===== src/uart_pkg.sv =====
`default_nettype none

package uart_pkg;

	// frame geometry
	localparam int DATA_BITS      = 8;                       // payload width
	localparam int FRAME_BITS     = DATA_BITS + 3;           // start + data + parity + stop
	localparam int CLOCKS_PER_BIT = 8;                       // tx_clk cycles per bit on the line
	localparam int HALF_BIT       = CLOCKS_PER_BIT / 2;      // start bit centre offset
	localparam int SYNC_STAGES    = 3;                       // rx metastability chain depth

	// counter widths
	localparam int BIT_CNT_W  = $clog2(FRAME_BITS + 1);      // holds 0 .. FRAME_BITS
	localparam int TICK_CNT_W = $clog2(CLOCKS_PER_BIT);      // holds 0 .. CLOCKS_PER_BIT-1

	// receiver state encoding
	localparam int          RX_STATE_W = 3;
	localparam logic [2:0]  RX_IDLE    = 3'd0;               // line idle, waiting for a low
	localparam logic [2:0]  RX_START   = 3'd1;               // half bit into the start bit
	localparam logic [2:0]  RX_DATA    = 3'd2;               // data bits, lsb first
	localparam logic [2:0]  RX_PARITY  = 3'd3;               // parity bit
	localparam logic [2:0]  RX_STOP    = 3'd4;               // stop bit, result goes out here

	typedef logic [DATA_BITS-1:0] uart_byte_t;

	// Parity is always even: the parity bit is the xor of the eight data bits,
	// so data plus parity carries an even number of ones.
	typedef struct packed {
		logic       stop;                                    // msb, last on the line
		logic       parity;                                  // xor of data
		uart_byte_t data;                                    // bit 1 is data lsb
		logic       start;                                   // bit 0, first on the line
	} uart_frame_fields_t;

	// one frame word, loaded by field and shifted out as a raw vector
	typedef union packed {
		logic [FRAME_BITS-1:0] bits;                         // shift view, bit 0 goes out first
		uart_frame_fields_t    fields;                       // load view
	} uart_frame_u;

	// receive result, valid pulses for one cycle per frame
	typedef struct packed {
		uart_byte_t data;                                    // received byte, held between frames
		logic       valid;                                   // one-cycle strobe
		logic       error;                                   // parity or stop bit wrong
	} rx_result_t;

endpackage

`default_nettype wire


===== src/uart_tx.sv =====
`timescale 1ns/1ps
`default_nettype none

module uart_tx
	import uart_pkg::*;
(
	input  wire             tx_clk,
	input  wire             reset_tx,
	input  wire             i_enable,          // request strobe, honoured only when not busy
	input  wire uart_byte_t i_data,            // byte captured with the accepted enable
	output logic            o_busy,            // high from the cycle after accept to frame end
	output logic            o_serial_out       // registered line, idles high
);

	logic [TICK_CNT_W-1:0] tick_cnt;           // free-running baud divider
	logic                  tick;               // one cycle in every CLOCKS_PER_BIT
	logic                  accept;             // enable taken this cycle
	logic                  pending;            // frame loaded, waiting for a tick
	logic                  busy_q;             // frame owned by the transmitter
	logic                  frame_start;        // start bit goes onto the line next edge
	logic                  frame_done;         // last cycle of the stop bit
	logic [BIT_CNT_W-1:0]  bit_idx;            // bits put on the line so far, 0 when idle
	logic                  serial_q;           // line register
	uart_frame_u           frame_load;         // frame built from i_data
	uart_frame_u           frame_src;          // frame that starts at this tick
	uart_frame_u           shift_q;            // bits not yet on the line

	// baud tick, independent of traffic
	assign tick = (tick_cnt == TICK_CNT_W'(CLOCKS_PER_BIT - 1));

	always_ff @(posedge tx_clk) begin
		if (reset_tx) begin
			tick_cnt <= '0;
		end else if (tick) begin
			tick_cnt <= '0;                    // wrap
		end else begin
			tick_cnt <= tick_cnt + 1'b1;
		end
	end

	// build the frame through the field view
	always_comb begin
		frame_load.fields.start  = 1'b0;
		frame_load.fields.data   = i_data;
		frame_load.fields.parity = ^i_data;    // even parity
		frame_load.fields.stop   = 1'b1;
	end

	assign accept      = i_enable && !o_busy;
	assign frame_done  = tick && (bit_idx == BIT_CNT_W'(FRAME_BITS));
	// an enable on a tick starts at once, otherwise it waits in shift_q
	assign frame_start = tick && (pending || accept);
	assign frame_src   = pending ? shift_q : frame_load;

	// busy drops for the last stop cycle so a new enable there
	// starts the next frame right on the following edge
	assign o_busy       = busy_q && !frame_done;
	assign o_serial_out = serial_q;

	always_ff @(posedge tx_clk) begin
		if (reset_tx) begin
			busy_q  <= 1'b0;
			pending <= 1'b0;
		end else begin
			if (accept) begin
				busy_q <= 1'b1;
			end else if (frame_done) begin
				busy_q <= 1'b0;                // frame over, nothing queued
			end
			if (frame_start) begin
				pending <= 1'b0;
			end else if (accept) begin
				pending <= 1'b1;               // hold until the next tick
			end
		end
	end

	// bit index, 1 while the start bit is out, FRAME_BITS during stop
	always_ff @(posedge tx_clk) begin
		if (reset_tx) begin
			bit_idx <= '0;
		end else if (frame_start) begin
			bit_idx <= BIT_CNT_W'(1);
		end else if (frame_done) begin
			bit_idx <= '0;
		end else if (tick && (bit_idx != '0)) begin
			bit_idx <= bit_idx + 1'b1;
		end
	end

	// payload shift register
	always_ff @(posedge tx_clk) begin
		if (frame_start) begin
			shift_q.bits <= frame_src.bits >> 1;   // bit 0 goes to the line now
		end else if (accept) begin
			shift_q <= frame_load;                 // park until the tick
		end else if (tick && (bit_idx != '0)) begin
			shift_q.bits <= shift_q.bits >> 1;
		end
	end

	// line driver
	always_ff @(posedge tx_clk) begin
		if (reset_tx) begin
			serial_q <= 1'b1;                      // mark state
		end else if (frame_start) begin
			serial_q <= frame_src.bits[0];         // start bit
		end else if (frame_done) begin
			serial_q <= 1'b1;                      // back to idle
		end else if (tick && (bit_idx != '0)) begin
			serial_q <= shift_q.bits[0];           // data, parity, stop
		end
	end

	// idle line is always mark
	a_idle_line_high: assert property (@(posedge tx_clk) disable iff (reset_tx)
		!o_busy |-> o_serial_out)
		else $error("tx line low while not busy");

	// busy only falls a full frame after its start bit went out
	a_busy_full_frame: assert property (@(posedge tx_clk) disable iff (reset_tx)
		$fell(o_busy) |-> $past(frame_start, FRAME_BITS * CLOCKS_PER_BIT))
		else $error("tx busy fell before the frame was complete");

	a_tick_single: assert property (@(posedge tx_clk) disable iff (reset_tx)
		tick |=> !tick)
		else $error("baud tick high two cycles in a row");

endmodule

`default_nettype wire


===== src/uart_rx.sv =====
`timescale 1ns/1ps
`default_nettype none

module uart_rx
	import uart_pkg::*;
(
	input  wire        tx_clk,
	input  wire        reset_tx,
	input  wire        i_serial_in,         // asynchronous line
	output rx_result_t o_rx                 // byte, one-cycle valid, error flag
);

	logic [SYNC_STAGES-1:0] sync_q;         // metastability chain
	logic                   rx_bit;         // synchronized line
	logic [RX_STATE_W-1:0]  state;
	logic [TICK_CNT_W-1:0]  tick_cnt;       // cycles inside the current bit
	logic [BIT_CNT_W-1:0]   bit_idx;        // data bits taken so far
	logic                   half_pt;        // centre of the start bit
	logic                   sample_pt;      // centre of data, parity and stop bits
	logic                   stop_sample;    // stop bit is sampled this cycle
	uart_byte_t             data_q;         // fills from the msb end
	logic                   parity_q;       // received parity bit
	rx_result_t             rx_q;

	// synchronizer, resets to mark so no false start after reset
	always_ff @(posedge tx_clk) begin
		if (reset_tx) begin
			sync_q <= '1;
		end else begin
			sync_q <= {sync_q[SYNC_STAGES-2:0], i_serial_in};
		end
	end

	assign rx_bit = sync_q[SYNC_STAGES-1];

	assign half_pt     = (tick_cnt == TICK_CNT_W'(HALF_BIT - 1));
	assign sample_pt   = (tick_cnt == TICK_CNT_W'(CLOCKS_PER_BIT - 1));
	assign stop_sample = (state == RX_STOP) && sample_pt;

	// bit timing counter, cleared on every state change
	always_ff @(posedge tx_clk) begin
		if (reset_tx) begin
			tick_cnt <= '0;
		end else if ((state == RX_IDLE) || ((state == RX_START) && half_pt) || sample_pt) begin
			tick_cnt <= '0;
		end else begin
			tick_cnt <= tick_cnt + 1'b1;
		end
	end

	// frame FSM
	always_ff @(posedge tx_clk) begin
		if (reset_tx) begin
			state   <= RX_IDLE;
			bit_idx <= '0;
		end else begin
			case (state)
				RX_IDLE: begin
					bit_idx <= '0;
					if (!rx_bit) begin
						state <= RX_START;       // falling edge of start bit
					end
				end
				RX_START: begin
					if (half_pt) begin
						// still high at mid start bit means a glitch
						state <= rx_bit ? RX_IDLE : RX_DATA;
					end
				end
				RX_DATA: begin
					if (sample_pt) begin
						bit_idx <= bit_idx + 1'b1;
						if (bit_idx == BIT_CNT_W'(DATA_BITS - 1)) begin
							state <= RX_PARITY;  // last data bit taken
						end
					end
				end
				RX_PARITY: begin
					if (sample_pt) begin
						state <= RX_STOP;
					end
				end
				RX_STOP: begin
					if (sample_pt) begin
						state <= RX_IDLE;        // ready for the next start edge
					end
				end
				default: begin
					state <= RX_IDLE;
				end
			endcase
		end
	end

	// payload capture, lsb arrives first and walks down to bit 0
	always_ff @(posedge tx_clk) begin
		if ((state == RX_DATA) && sample_pt) begin
			data_q <= {rx_bit, data_q[DATA_BITS-1:1]};
		end
		if ((state == RX_PARITY) && sample_pt) begin
			parity_q <= rx_bit;
		end
	end

	// result register, data and error hold until the next frame
	always_ff @(posedge tx_clk) begin
		if (reset_tx) begin
			rx_q.valid <= 1'b0;
			rx_q.error <= 1'b0;
		end else begin
			rx_q.valid <= stop_sample;           // one-cycle strobe
			if (stop_sample) begin
				rx_q.data  <= data_q;
				// even parity mismatch or framing error
				rx_q.error <= (parity_q != ^data_q) || !rx_bit;
			end
		end
	end

	assign o_rx = rx_q;

	a_valid_single: assert property (@(posedge tx_clk) disable iff (reset_tx)
		rx_q.valid |=> !rx_q.valid)
		else $error("rx valid held longer than one cycle");

	a_bit_idx_range: assert property (@(posedge tx_clk) disable iff (reset_tx)
		bit_idx <= BIT_CNT_W'(DATA_BITS))
		else $error("rx bit index past the data field");

	// valid comes out of the stop state only, after all data bits were taken
	a_valid_from_stop: assert property (@(posedge tx_clk) disable iff (reset_tx)
		rx_q.valid |-> ($past(state) == RX_STOP) && ($past(bit_idx) == BIT_CNT_W'(DATA_BITS)))
		else $error("rx valid raised outside the stop state");

endmodule

`default_nettype wire


===== src/uart_loopback_top.sv =====
`timescale 1ns/1ps
`default_nettype none

module uart_loopback_top
	import uart_pkg::*;
(
	input  wire             tx_clk,
	input  wire             reset_tx,
	input  wire             i_enable,       // send strobe
	input  wire uart_byte_t i_data,         // byte to send
	input  wire             i_loopback,     // 1 = rx hears tx, 0 = rx hears i_serial_in
	input  wire             i_serial_in,    // external line, used for injected frames
	output logic            o_busy,
	output logic            o_serial_out,
	output rx_result_t      o_rx
);

	logic tx_line;                          // transmitter output
	logic rx_line;                          // line seen by the receiver

	uart_tx u_tx (
		.tx_clk       (tx_clk),
		.reset_tx     (reset_tx),
		.i_enable     (i_enable),
		.i_data       (i_data),
		.o_busy       (o_busy),
		.o_serial_out (tx_line)
	);

	assign o_serial_out = tx_line;

	// loopback select, level controlled
	assign rx_line = i_loopback ? tx_line : i_serial_in;

	uart_rx u_rx (
		.tx_clk      (tx_clk),
		.reset_tx    (reset_tx),
		.i_serial_in (rx_line),
		.o_rx        (o_rx)
	);

endmodule

`default_nettype wire


===== config.mk =====
export PLATFORM = sky130hd
export DESIGN_NAME = uart_loopback_top
export DESIGN_NICKNAME = d
export VERILOG_FILES = /design/src/uart_pkg.sv /design/src/uart_tx.sv /design/src/uart_rx.sv /design/src/uart_loopback_top.sv
export SDC_FILE = /design/constraint.sdc
export NUM_CORES = 1
export LEC_CHECK = 0
export BUFFER_PORTS_ARGS = -buffer_cell sky130_fd_sc_hd__buf_4
export CAP_MARGIN = 20
export CORE_ASPECT_RATIO = 1.25
export CORE_UTILIZATION = 40
export DETAILED_ROUTE_END_ITERATION = 8
export GPL_TIMING_DRIVEN = 0
export PLACE_DENSITY_LB_ADDON = 0.2
export SLEW_MARGIN = 20
export SYNTH_ARGS = -nofsm -noshare
export SYNTH_HDL_FRONTEND = slang
export SYNTH_SLANG_ARGS = --single-unit

===== constraint.sdc =====
create_clock -name tx_clk -period 6.4 [get_ports tx_clk]
set_clock_uncertainty 0.15 [all_clocks]
set_input_delay 0.64 -clock tx_clk [delete_from_list [all_inputs] [get_ports tx_clk]]
set_output_delay 0.64 -clock tx_clk [all_outputs]
set_load 0.1 [all_outputs]

Yosys cells after proc, flatten, opt, wreduce, memory -nomap -nowiden

Cells that the tools add are included.

Bits in registers: 53
Latch bits: 0
Bits in writable memories: 0
ROM bits: 0
Bits of input ports: 13
Word-level logic and storage cells: 93
Memories kept: 0

Add/subtract/negate cells: 4
$mul: 0
Divide/modulo/power cells: 0
Magnitude comparators: 0
Eq/ne operators: 16
Shift operators: 0
Muxes and demuxes: 23
Bitwise operators: 1
Reductions and logical operators: 32

Operators with widths:

| operator                                              | number |
|---|---|
| two-way mux 11 bit                                    | 3 |
| two-way mux 3 bit                                     | 6 |
| parity 8 bit                                          | 2 |
| case mux 3 bit (5 select lines)                       | 1 |
| two-way mux 10 bit                                    | 1 |
| inequality test 2 x 1 -> 1 bit, second input constant | 5 |
| == test 3 x 2 -> 1 bit, second input constant         | 3 |
| == test 3 bit, second input constant                  | 3 |
| logical AND 1 bit                                     | 9 |
| two-way mux 1 bit                                     | 9 |
| adder 4 x 1 -> 4 bit, second input constant           | 2 |
| case mux 4 bit (2 select lines)                       | 1 |
| adder 3 x 1 -> 3 bit, second input constant           | 2 |
| AND reduction 6 bit                                   | 1 |
| nonzero test 2 bit                                    | 3 |
| nonzero test 3 bit                                    | 2 |
| OR reduction 2 bit                                    | 3 |
| == test 4 x 3 -> 1 bit, second input constant         | 1 |
| == test 4 bit, second input constant                  | 1 |
| logical OR 1 bit                                      | 4 |
| two-way mux 4 bit                                     | 1 |
| AND reduction 2 bit                                   | 2 |
| nonzero test 4 bit                                    | 1 |
| == test 3 x 1 -> 1 bit, second input constant         | 1 |
| other kinds (7)                                       | 9 |

Logic depth before layout (Yosys ltp)

Gate-level depths: netlist (run 1).

Word-level depth: 9
Depth in mapped cells: 8

Modules after synthesis

A second synthesis (run 1) with hierarchy kept.

Cells, all modules: 212
Area total of the unflattened synthesis: 2,454.9 um2

Modules (own cells, without submodules):

| module            | instances | cells an instance | area an instance (um2) | seq. area each (um2) |
|---|---|---|---|---|
| uart_rx           | 1         | 93                | 1,237.4                | 810.8 |
| uart_tx           | 1         | 118               | 1,202.4                | 520.5 |
| uart_loopback_top | 1         | 1                 | 15.0                   | 0.0 |

Worst setup path after synthesis (run 1)

No wires, ideal clock.

Kind: register -> register
From: register u_tx.tick_cnt[0]
To: register u_tx.shift_q[0] in the netlist's numbering, enable pin
Library setup time: 319 ps
Data arrival time: 1,733 ps
Required time: 5,931 ps
Slack: 4,198 ps
Cell stages (with the launch flop): 8
Buffers on the path: 1
Period minus slack after synthesis: 2,202 ps
Path through: dfxtp_1 ha_1 ha_1 nand4b_4 and2_4 nand2b_4 buf_6 nand2_1

Cells in the longest elaborated chain, start to end: 9
Elaborated cells on any way between the ends: 10
Classes of those cells: eq/ne (1); reduce/logical (9)

RTL lines:

| item                             | line                    | source |
|---|---|---|
| start, declared                  | uart_tx.sv:15           | `logic [TICK_CNT_W-1:0] tick_cnt;` |
| start signal, assigned           | uart_tx.sv:37           | `tick_cnt <= tick_cnt + 1'b1;` |
| == test 3 bit (*)                | uart_tx.sv:29           | `assign tick = (tick_cnt == TICK_CNT_W'(CLOCKS_PER_BIT - 1));` |
| logical AND 1 bit (*)            | uart_tx.sv:50           | `assign frame_done = tick && (bit_idx == BIT_CNT_W'(FRAME_BITS));` |
| logical NOT 1 bit (*)            | uart_tx.sv:57           | `assign o_busy = busy_q && !frame_done;` |
| logical AND 1 bit (*)            | uart_tx.sv:57           |  |
| net o_busy                       | uart_loopback_top.sv:13 | `output logic o_busy,` |
| logical NOT 1 bit (*)            | uart_tx.sv:49           | `assign accept = i_enable && !o_busy;` |
| logical AND 1 bit (*)            | uart_tx.sv:49           |  |
| logical OR 1 bit                 | uart_tx.sv:52           | `assign frame_start = tick && (pending \|\| accept);` |
| logical AND 1 bit                | uart_tx.sv:52           |  |
| nonzero test 3 bit (no line) (*) | n/a                     |  |
| end signal, assigned             | uart_tx.sv:96           | `shift_q <= frame_load;` |
| end, declared                    | uart_tx.sv:26           | `uart_frame_u shift_q;` |

The timed path passes the listed nets; every way through them passes the cells marked *.
A chain may end at the register's enable or synchronous reset.

Final worst setup path (run 1)

From: register u_tx.tick_cnt[0]
To: output port o_busy

Cells in the longest elaborated chain, start to end: 4

RTL lines:

| item              | line |
|---|---|
| == test 3 bit     | uart_tx.sv:29 |
| logical AND 1 bit | uart_tx.sv:50 |
| logical NOT 1 bit | uart_tx.sv:57 |
| logical AND 1 bit | uart_tx.sv:57 |
| end, declared     | uart_loopback_top.sv:13 |

Every way passes these cells.

==> results of run 1 <==
-- final timing paths --
| path | start | end | slack [ps] | cells past startpoint |
|---|---|---|---|---|
| hold / removal | u_rx.sync_q[1] | u_rx.sync_q[2] | 270 | 1 |
| setup / recovery | u_tx.tick_cnt[0] | o_busy | 3860 | 5 |
| setup reg to reg | u_tx.tick_cnt[0] | u_tx.shift_q[0] | 4010 | 7 |
| hold reg to reg | u_rx.sync_q[1] | u_rx.sync_q[2] | 270 | 1 |
-- state kept, by name, summed over array words and instances, names as in the netlist --
signal             flops
u_rx.bit_idx           4
u_tx.pending           1
u_tx.bit_idx           4
u_tx.o_serial_out      1
u_rx.parity_q          1
u_rx.data_q            8
u_rx.state             3
u_tx.tick_cnt          3
u_tx.shift_q          11
u_tx.busy_q            1
u_rx.tick_cnt          3
u_rx.sync_q            3
u_rx.o_rx             10
-- kinds of logic after synthesis --
logic type	Yosys count
muxes	2
AOI/OAI and AO/OA	55
buffers and inverters	20
and+or+nand+nor	64
xor gates and xnor gates	16
adders and majority gates	8
DFF	53
-- metrics by stage --
| step | hold slack (ps) | area (um2) | instances |
|---|---|---|---|
| after global routing | 289 | 2790 | 316 |
| after floorplan | 239 | 2430 | 218 |
| after CTS | 274 | 2790 | 316 |
| after detailed placement | 248 | 2700 | 308 |
| after global placement | 245 | 2700 | 308 |
| final | 269 | 2790 | 316 |
-- worst max-delay path, delay by kind of cell (launching register included) --
kind / cells / cell delay (ps)
fa+ha+maj: 2 / 460
buf+inv: 1 / 220
flops: 1 / 360
simple gates: 2 / 380
-- final cells by class --
cell class,instances,area [um2],area share
buffer,13,63.8,0.0229
clock buffer,5,68.8,0.0247
clock inverter,3,25.0,0.00896
inverter,7,26.3,0.00941
multi-input combinational,145,1010,0.363
sequential,53,1330,0.477
tap,66,82.6,0.0296
timing repair buffer,24,180,0.0645
-- report_power, final --
group / total, mW / internal, mW / switching, mW
Combinational: 0.0588 / 0.0263 / 0.0326
Clock: 0.198 / 0.0792 / 0.119
Sequential: 0.368 / 0.364 / 0.00385
Total: 0.626 / 0.470 / 0.156
-- per-layer routing --
metal	part of all wire	vias up
li1	-	850
met1	0.47	828
met2	0.47	49
met3	0.046	6
met4	0.012	0
met5	0	-
-- cell usage in the layout (no fill, tap or decap), types with 3 or more instances in the layout --
master                     instances
sky130_fd_sc_hd__o31ai_1           9
sky130_fd_sc_hd__ha_1              8
sky130_fd_sc_hd__nand2_1          10
sky130_fd_sc_hd__inv_1             7
sky130_fd_sc_hd__edfxtp_1         27
sky130_fd_sc_hd__o21ai_0           3
sky130_fd_sc_hd__xnor2_1          11
sky130_fd_sc_hd__clkbuf_1          8
sky130_fd_sc_hd__o22ai_1           8
sky130_fd_sc_hd__nand3b_1          3
sky130_fd_sc_hd__nor2_1           18
sky130_fd_sc_hd__clkbuf_8          5
sky130_fd_sc_hd__nor3b_1           4
sky130_fd_sc_hd__nor3_1            3
sky130_fd_sc_hd__dfxtp_1          26
sky130_fd_sc_hd__xor2_1            4
sky130_fd_sc_hd__buf_4            25
sky130_fd_sc_hd__a21oi_1          19
sky130_fd_sc_hd__nand2b_1         12
==> flow_metrics.py, run 1 <==
metrics = {
    "clocking": {
        "clkTransAtPathRegs_ps": 110,
        "numCtsBuffers": 5,
        "clock_sinks": 53,
        "post_cts_sizing_count": 0,
        "cts.root.buffer_cell": "sky130_fd_sc_hd__clkbuf_8",
        "ctsLongestPathBuffers": 2,
        "insertion_delay_ps": 320,
        "postCtsSetupRepairBufs": 0,
        "cts_max_level": 2,
        "postCtsHoldBufs": 0,
        "cts_tree": "built",
    },
    "yosys": {
        "count_of_flip_flops_with_a_built_in_enable_after_synthesis": 27,
        "synthXorXnorAreaFrac": 0.0632,
        "adder_cell_share_of_the_synthesized_area": 0.0411,
        "post_synthesis_compound_gate_area_fraction": 0.152,
        "ys_async_rst_share": 0,
        "synth_area_um2": 2430,
        "ys_dominant_reg_cell": "sky130_fd_sc_hd__edfxtp_1",
        "most_common_library_cells_after_synthesis": "sky130_fd_sc_hd__edfxtp_1 (27), sky130_fd_sc_hd__dfxtp_1 (26), sky130_fd_sc_hd__a21oi_1 (19), sky130_fd_sc_hd__nor2_1 (18), sky130_fd_sc_hd__nand2b_1 (12)",
        "syn_nets": 239,
        "post_synth_mux_area_share": 0.00822,
        "post_synth.cell_area_avg_um2": 11.2,
        "yosysMostFrequentCell": "sky130_fd_sc_hd__edfxtp_1",
        "synth_top_family_by_area": "simple AND/OR/NAND/NOR gates",
        "netlist_instances": 218,
        "post_synth_num_cell_types": 49,
        "yosysSeqAreaShare": 0.547,
        "synth_top_area_share": 0.333,
        "synth_simple_gate_area_share": 0.152,
        "synthTopCellsByArea": "sky130_fd_sc_hd__edfxtp_1 (33%), sky130_fd_sc_hd__dfxtp_1 (21%), sky130_fd_sc_hd__ha_1 (4.1%)",
        "post-synth-top-area-cell": "sky130_fd_sc_hd__edfxtp_1",
        "synth_warnings": 0,
        "number_of_flip_flops_and_latches_in_the_synthesized_netlist": 53,
    },
    "floorplan": {
        "floorplan.die.width_um": 71.8,
        "fp.coreArea_um2": 5820,
        "die-area_um2": 6410,
        "core.rowCount": 31,
        "chipHeight_um": 89.2,
        "initial_core_util": 0.418,
        "io-pin-count": 25,
    },
    "setup_path": {
        "cp_slowest_cell": "sky130_fd_sc_hd__dfxtp_1",
        "crit_path_end_kind": "output port",
        "cp_data_required_time_ps": 5610,
        "path_max_fanout": 6,
        "cp_cell_sequence": "ha_1, ha_1, nand4b_4, and2_4, buf_4",
        "worst-endpoint-arrival_ps": 1750,
        "max_stage_delay_ps": 360,
        "critical_path_source_type": "register",
        "crit_path_frequent_cell": "sky130_fd_sc_hd__ha_1",
        "critPathKind": "register to output port",
    },
    "sta": {
        "drv_slew": 0,
        "timing.setup.tns_ps": 0,
        "grt_setup_unrepaired": "no",
        "hold_viol_final": 0,
        "timing.final.ws_setup_ps": 3860,
        "timing_worst_slew_pin_value_ps": 819,
        "min_period_over_period": 0.397,
        "finalCriticalPeriod_ps": 2540,
        "max_freq_ghz": 0.394,
        "finalSetupViolations": 0,
        "slew_headroom": 0.452,
    },
    "drt": {
        "detailedRoute.firstPassIterationCount": 4,
        "number_of_remaining_drc_errors": 0,
        "drt.antenna.violating_nets": 0,
        "drt_wl_total_um": 4430,
        "routed-via-count": 1733,
        "routed_wire_length_per_instance_um": 14.0,
        "detail_route.iter0.violations": 200,
        "avgViaCountPerCell": 5.48,
    },
    "pwr": {
        "max-vdd-ir-drop_mv": 0.0941,
        "p_total_mw": 0.626,
        "power.static_leakage_nw": 1.08,
        "power.density_cell_area_nw_per_um2": 224,
    },
    "global_route": {
        "all_layer_global_routing_usage": 0.152,
        "grt_remaining_overflow": 0,
        "grt_max_degree": 19,
        "wire_length_of_the_first_global_routing_pass_um": 7510,
        "met3_grt_util": 0.0338,
        "first_global_vias": 1591,
        "global_route.peak_usage_layer": "met2",
        "grt_util_met1": 0.196,
        "initial_antenna_violation_count": 0,
        "grt.met2_usage": 0.250,
    },
    "placed_design": {
        "gpl.final_weighted_congestion": 0.784,
        "dp_hpwl_um": 3050,
        "numPortBuffers": 24,
        "pre_cts_ws_ps": 4010,
    },
    "final_layout": {
        "layout-area-overhead-vs-synth_pct": 14.6,
        "post_route_cells_drive_above_1_share": 0.180,
        "final_util": 0.480,
        "antenna_diode_count": 0,
        "net_total_in_the_final_layout": 270,
        "filler_cell_count": 568,
    },
    "job": {
        "max_cap_viol_count": 0,
    },
    "hold_path": {
        "worst_hold_path_type": "register to register",
    },
    "run_status": {
        "outcome": "finished, final reports clean",
    },
}
(Power assumes the default switching activity.)
==> run 2: changes to the inputs <==
Clock period 6.4 ns to 2.1 ns, I/O delays scaled along.
==> flow_metrics.py, run 2 (same netlist as run 1, synthesis figures left out) <==
metrics = {
    "floorplan": {
        "initial_core_util": 0.418,
        "fp.coreArea_um2": 5820,
        "core.rowCount": 31,
        "die-area_um2": 6410,
        "chipHeight_um": 89.2,
        "io-pin-count": 25,
        "floorplan.die.width_um": 71.8,
    },
    "sta": {
        "timing.setup.tns_ps": 0,
        "slew_headroom": 0.628,
        "timing.final.ws_setup_ps": 87.8,
        "finalCriticalPeriod_ps": 2010,
        "finalSetupViolations": 0,
        "hold_viol_final": 0,
        "timing_worst_slew_pin_value_ps": 558,
        "worst_hold_slack_ps": 99.7,
        "drv_slew": 0,
        "min_period_over_period": 0.958,
        "grt_setup_unrepaired": "yes",
        "max_freq_ghz": 0.497,
    },
    "setup_path": {
        "cp_slowest_cell": "sky130_fd_sc_hd__dfxtp_2",
        "cp_cell_sequence": "ha_2, ha_4, nand4b_4, and2_4, nand2b_4, buf_6, o31ai_1, a21oi_1",
        "timing.rr.end": "u_tx.shift_q[4]",
        "worst-endpoint-arrival_ps": 1930,
        "crit_path_end_kind": "register",
        "critical_path_source_type": "register",
        "launch_instance_of_the_worst_register_to_register_path": "u_tx.tick_cnt[0]",
        "rr_worst_depth": 8,
        "critPathKind": "register to register",
        "cp_data_required_time_ps": 2020,
        "max_stage_delay_ps": 340,
        "path_max_fanout": 10,
        "worst_path_buf_inv": 1,
        "r2r_slack_ps": 90,
        "critical-path-top-delay-family": "simple AND/OR/NAND/NOR gates",
    },
    "drt": {
        "wl_met1_um": 2140,
        "detailroute.wirelength.met2_um": 2120,
        "detailedRoute.firstPassIterationCount": 4,
        "routed-wl-met3_um": 142,
        "routed_wire_length_per_instance_um": 13.9,
        "highest_routed_layer": "met4",
        "detail_route.iter0.violations": 58,
        "drt.antenna.violating_nets": 0,
        "drt_wl_total_um": 4470,
        "avgViaCountPerCell": 5.26,
        "routed-via-count": 1687,
        "number_of_remaining_drc_errors": 0,
    },
    "placed_design": {
        "place_inst": 308,
        "postPlaceCellArea_um2": 2710,
        "numPortBuffers": 24,
        "pre_cts_ws_ps": -52.7,
        "gpl.final_weighted_congestion": 0.780,
        "dp_hpwl_um": 3120,
    },
    "global_route": {
        "all_layer_global_routing_usage": 0.152,
        "first_global_vias": 1628,
        "grt_remaining_overflow": 0,
        "grt_max_degree": 20,
        "wire_length_of_the_first_global_routing_pass_um": 7540,
        "initial_antenna_violation_count": 0,
    },
    "clocking": {
        "cts_max_level": 2,
        "clkTransAtPathRegs_ps": 110,
        "numCtsBuffers": 5,
        "ctsLongestPathBuffers": 2,
        "clock_sinks": 53,
        "cts_tree": "built",
        "insertion_delay_ps": 310,
        "cts.root.buffer_cell": "sky130_fd_sc_hd__clkbuf_8",
    },
    "pwr": {
        "p_total_mw": 1.93,
        "power.density_cell_area_nw_per_um2": 670,
        "power.static_leakage_nw": 1.11,
        "max-vdd-ir-drop_mv": 0.330,
    },
    "hold_path": {
        "worst_hold_endpoint": "u_rx.sync_q[0]",
        "worst_hold_path_type": "primary input to register",
        "hold_path_depth": 3,
        "hold_start": "i_serial_in",
    },
    "final_layout": {
        "layout.cells.non_filler": 321,
        "filler_cell_count": 528,
        "layout_commonest_cell": "sky130_fd_sc_hd__buf_4",
        "final_design_area_no_fill_um2": 2880,
        "largest_register_ff_count": 11,
        "layout-area-overhead-vs-synth_pct": 18.3,
        "final_util": 0.495,
        "post_route_cells_drive_above_1_share": 0.227,
        "top_library_cells_by_usage_in_the_layout_fill_and_taps_aside": "sky130_fd_sc_hd__buf_4 (28), sky130_fd_sc_hd__edfxtp_1 (27), sky130_fd_sc_hd__dfxtp_1 (25)",
        "registers.top_by_ff_count": "u_tx.shift_q",
        "net_total_in_the_final_layout": 275,
        "antenna_diode_count": 0,
    },
    "job": {
        "max_cap_viol_count": 0,
    },
    "run_status": {
        "outcome": "finished, final reports clean",
    },
}
## run 2: cell count changes in the layout (fill, tap and decap cells not counted), moves of 2 or more
cell                            previous run  this run
sky130_fd_sc_hd__buf_4                    25        28
sky130_fd_sc_hd__clkbuf_1                  8         6
sky130_fd_sc_hd__clkbuf_2                  1         3
sky130_fd_sc_hd__dlygate4sd3_1             0         2
sky130_fd_sc_hd__ha_1                      8         6
sky130_fd_sc_hd__nor2_1                   18        16
sky130_fd_sc_hd__nor2_2                    0         2
sky130_fd_sc_hd__o31ai_1                   9         7
sky130_fd_sc_hd__o31ai_2                   0         2
## run 2: area by class of cell
class,instances,area [um2],share of cell area
Clock inverter,3,28.8,0.00999
Buffer,13,66.3,0.0230
Tap cell,66,82.6,0.0287
Sequential cell,53,1330,0.462
Timing Repair Buffer,29,223,0.0773
Inverter,7,26.3,0.00912
Multi-Input combinational cell,145,1050,0.366
Clock buffer,5,68.8,0.0239
## run 2: power by group
part	switching, mW	leakage (nW)	internal (mW)	total (mW)
logic	0.101	0.604	0.0862	0.187
clock network	0.370	0.0506	0.250	0.620
registers	0.0139	0.457	1.11	1.12
## run 2: worst max path at each step
stage	start	to	slack, ps	depth (start not counted)
finish	u_tx.tick_cnt[0]	u_tx.shift_q[4]	90	8
global route	u_tx.tick_cnt[0]	u_tx.shift_q[4]	-30	8
CTS	u_rx.tick_cnt[0]	u_rx.o_rx[3]	10	5
detailed placement	u_rx.tick_cnt[0]	u_rx.bit_idx[2]	-50	7
global placement	u_rx.tick_cnt[0]	u_rx.data_q[5]	-40	5
floorplan	u_tx.tick_cnt[0]	u_tx.shift_q[9]	0.5	8
## run 2: per-layer routing
metal,track usage,up-vias
li1,-,858
met1,0.189,793
met2,0.258,30
met3,0.0361,6
met4,0.0570,0
met5,0,-
## run 2: worst min-delay path, cell delays in order
cell and delay [ps]:
sky130_fd_sc_hd__buf_4 80, sky130_fd_sc_hd__nor2b_1 150, sky130_fd_sc_hd__a211o_1 110
## run 2: what timing repair did
item	CTS	global route
setup buffers	0	3
hold buffers	2	0
setup endpoints to repair	10	30
cloned	0	0
resized for setup	1	10
hold endpoints to repair	2	0
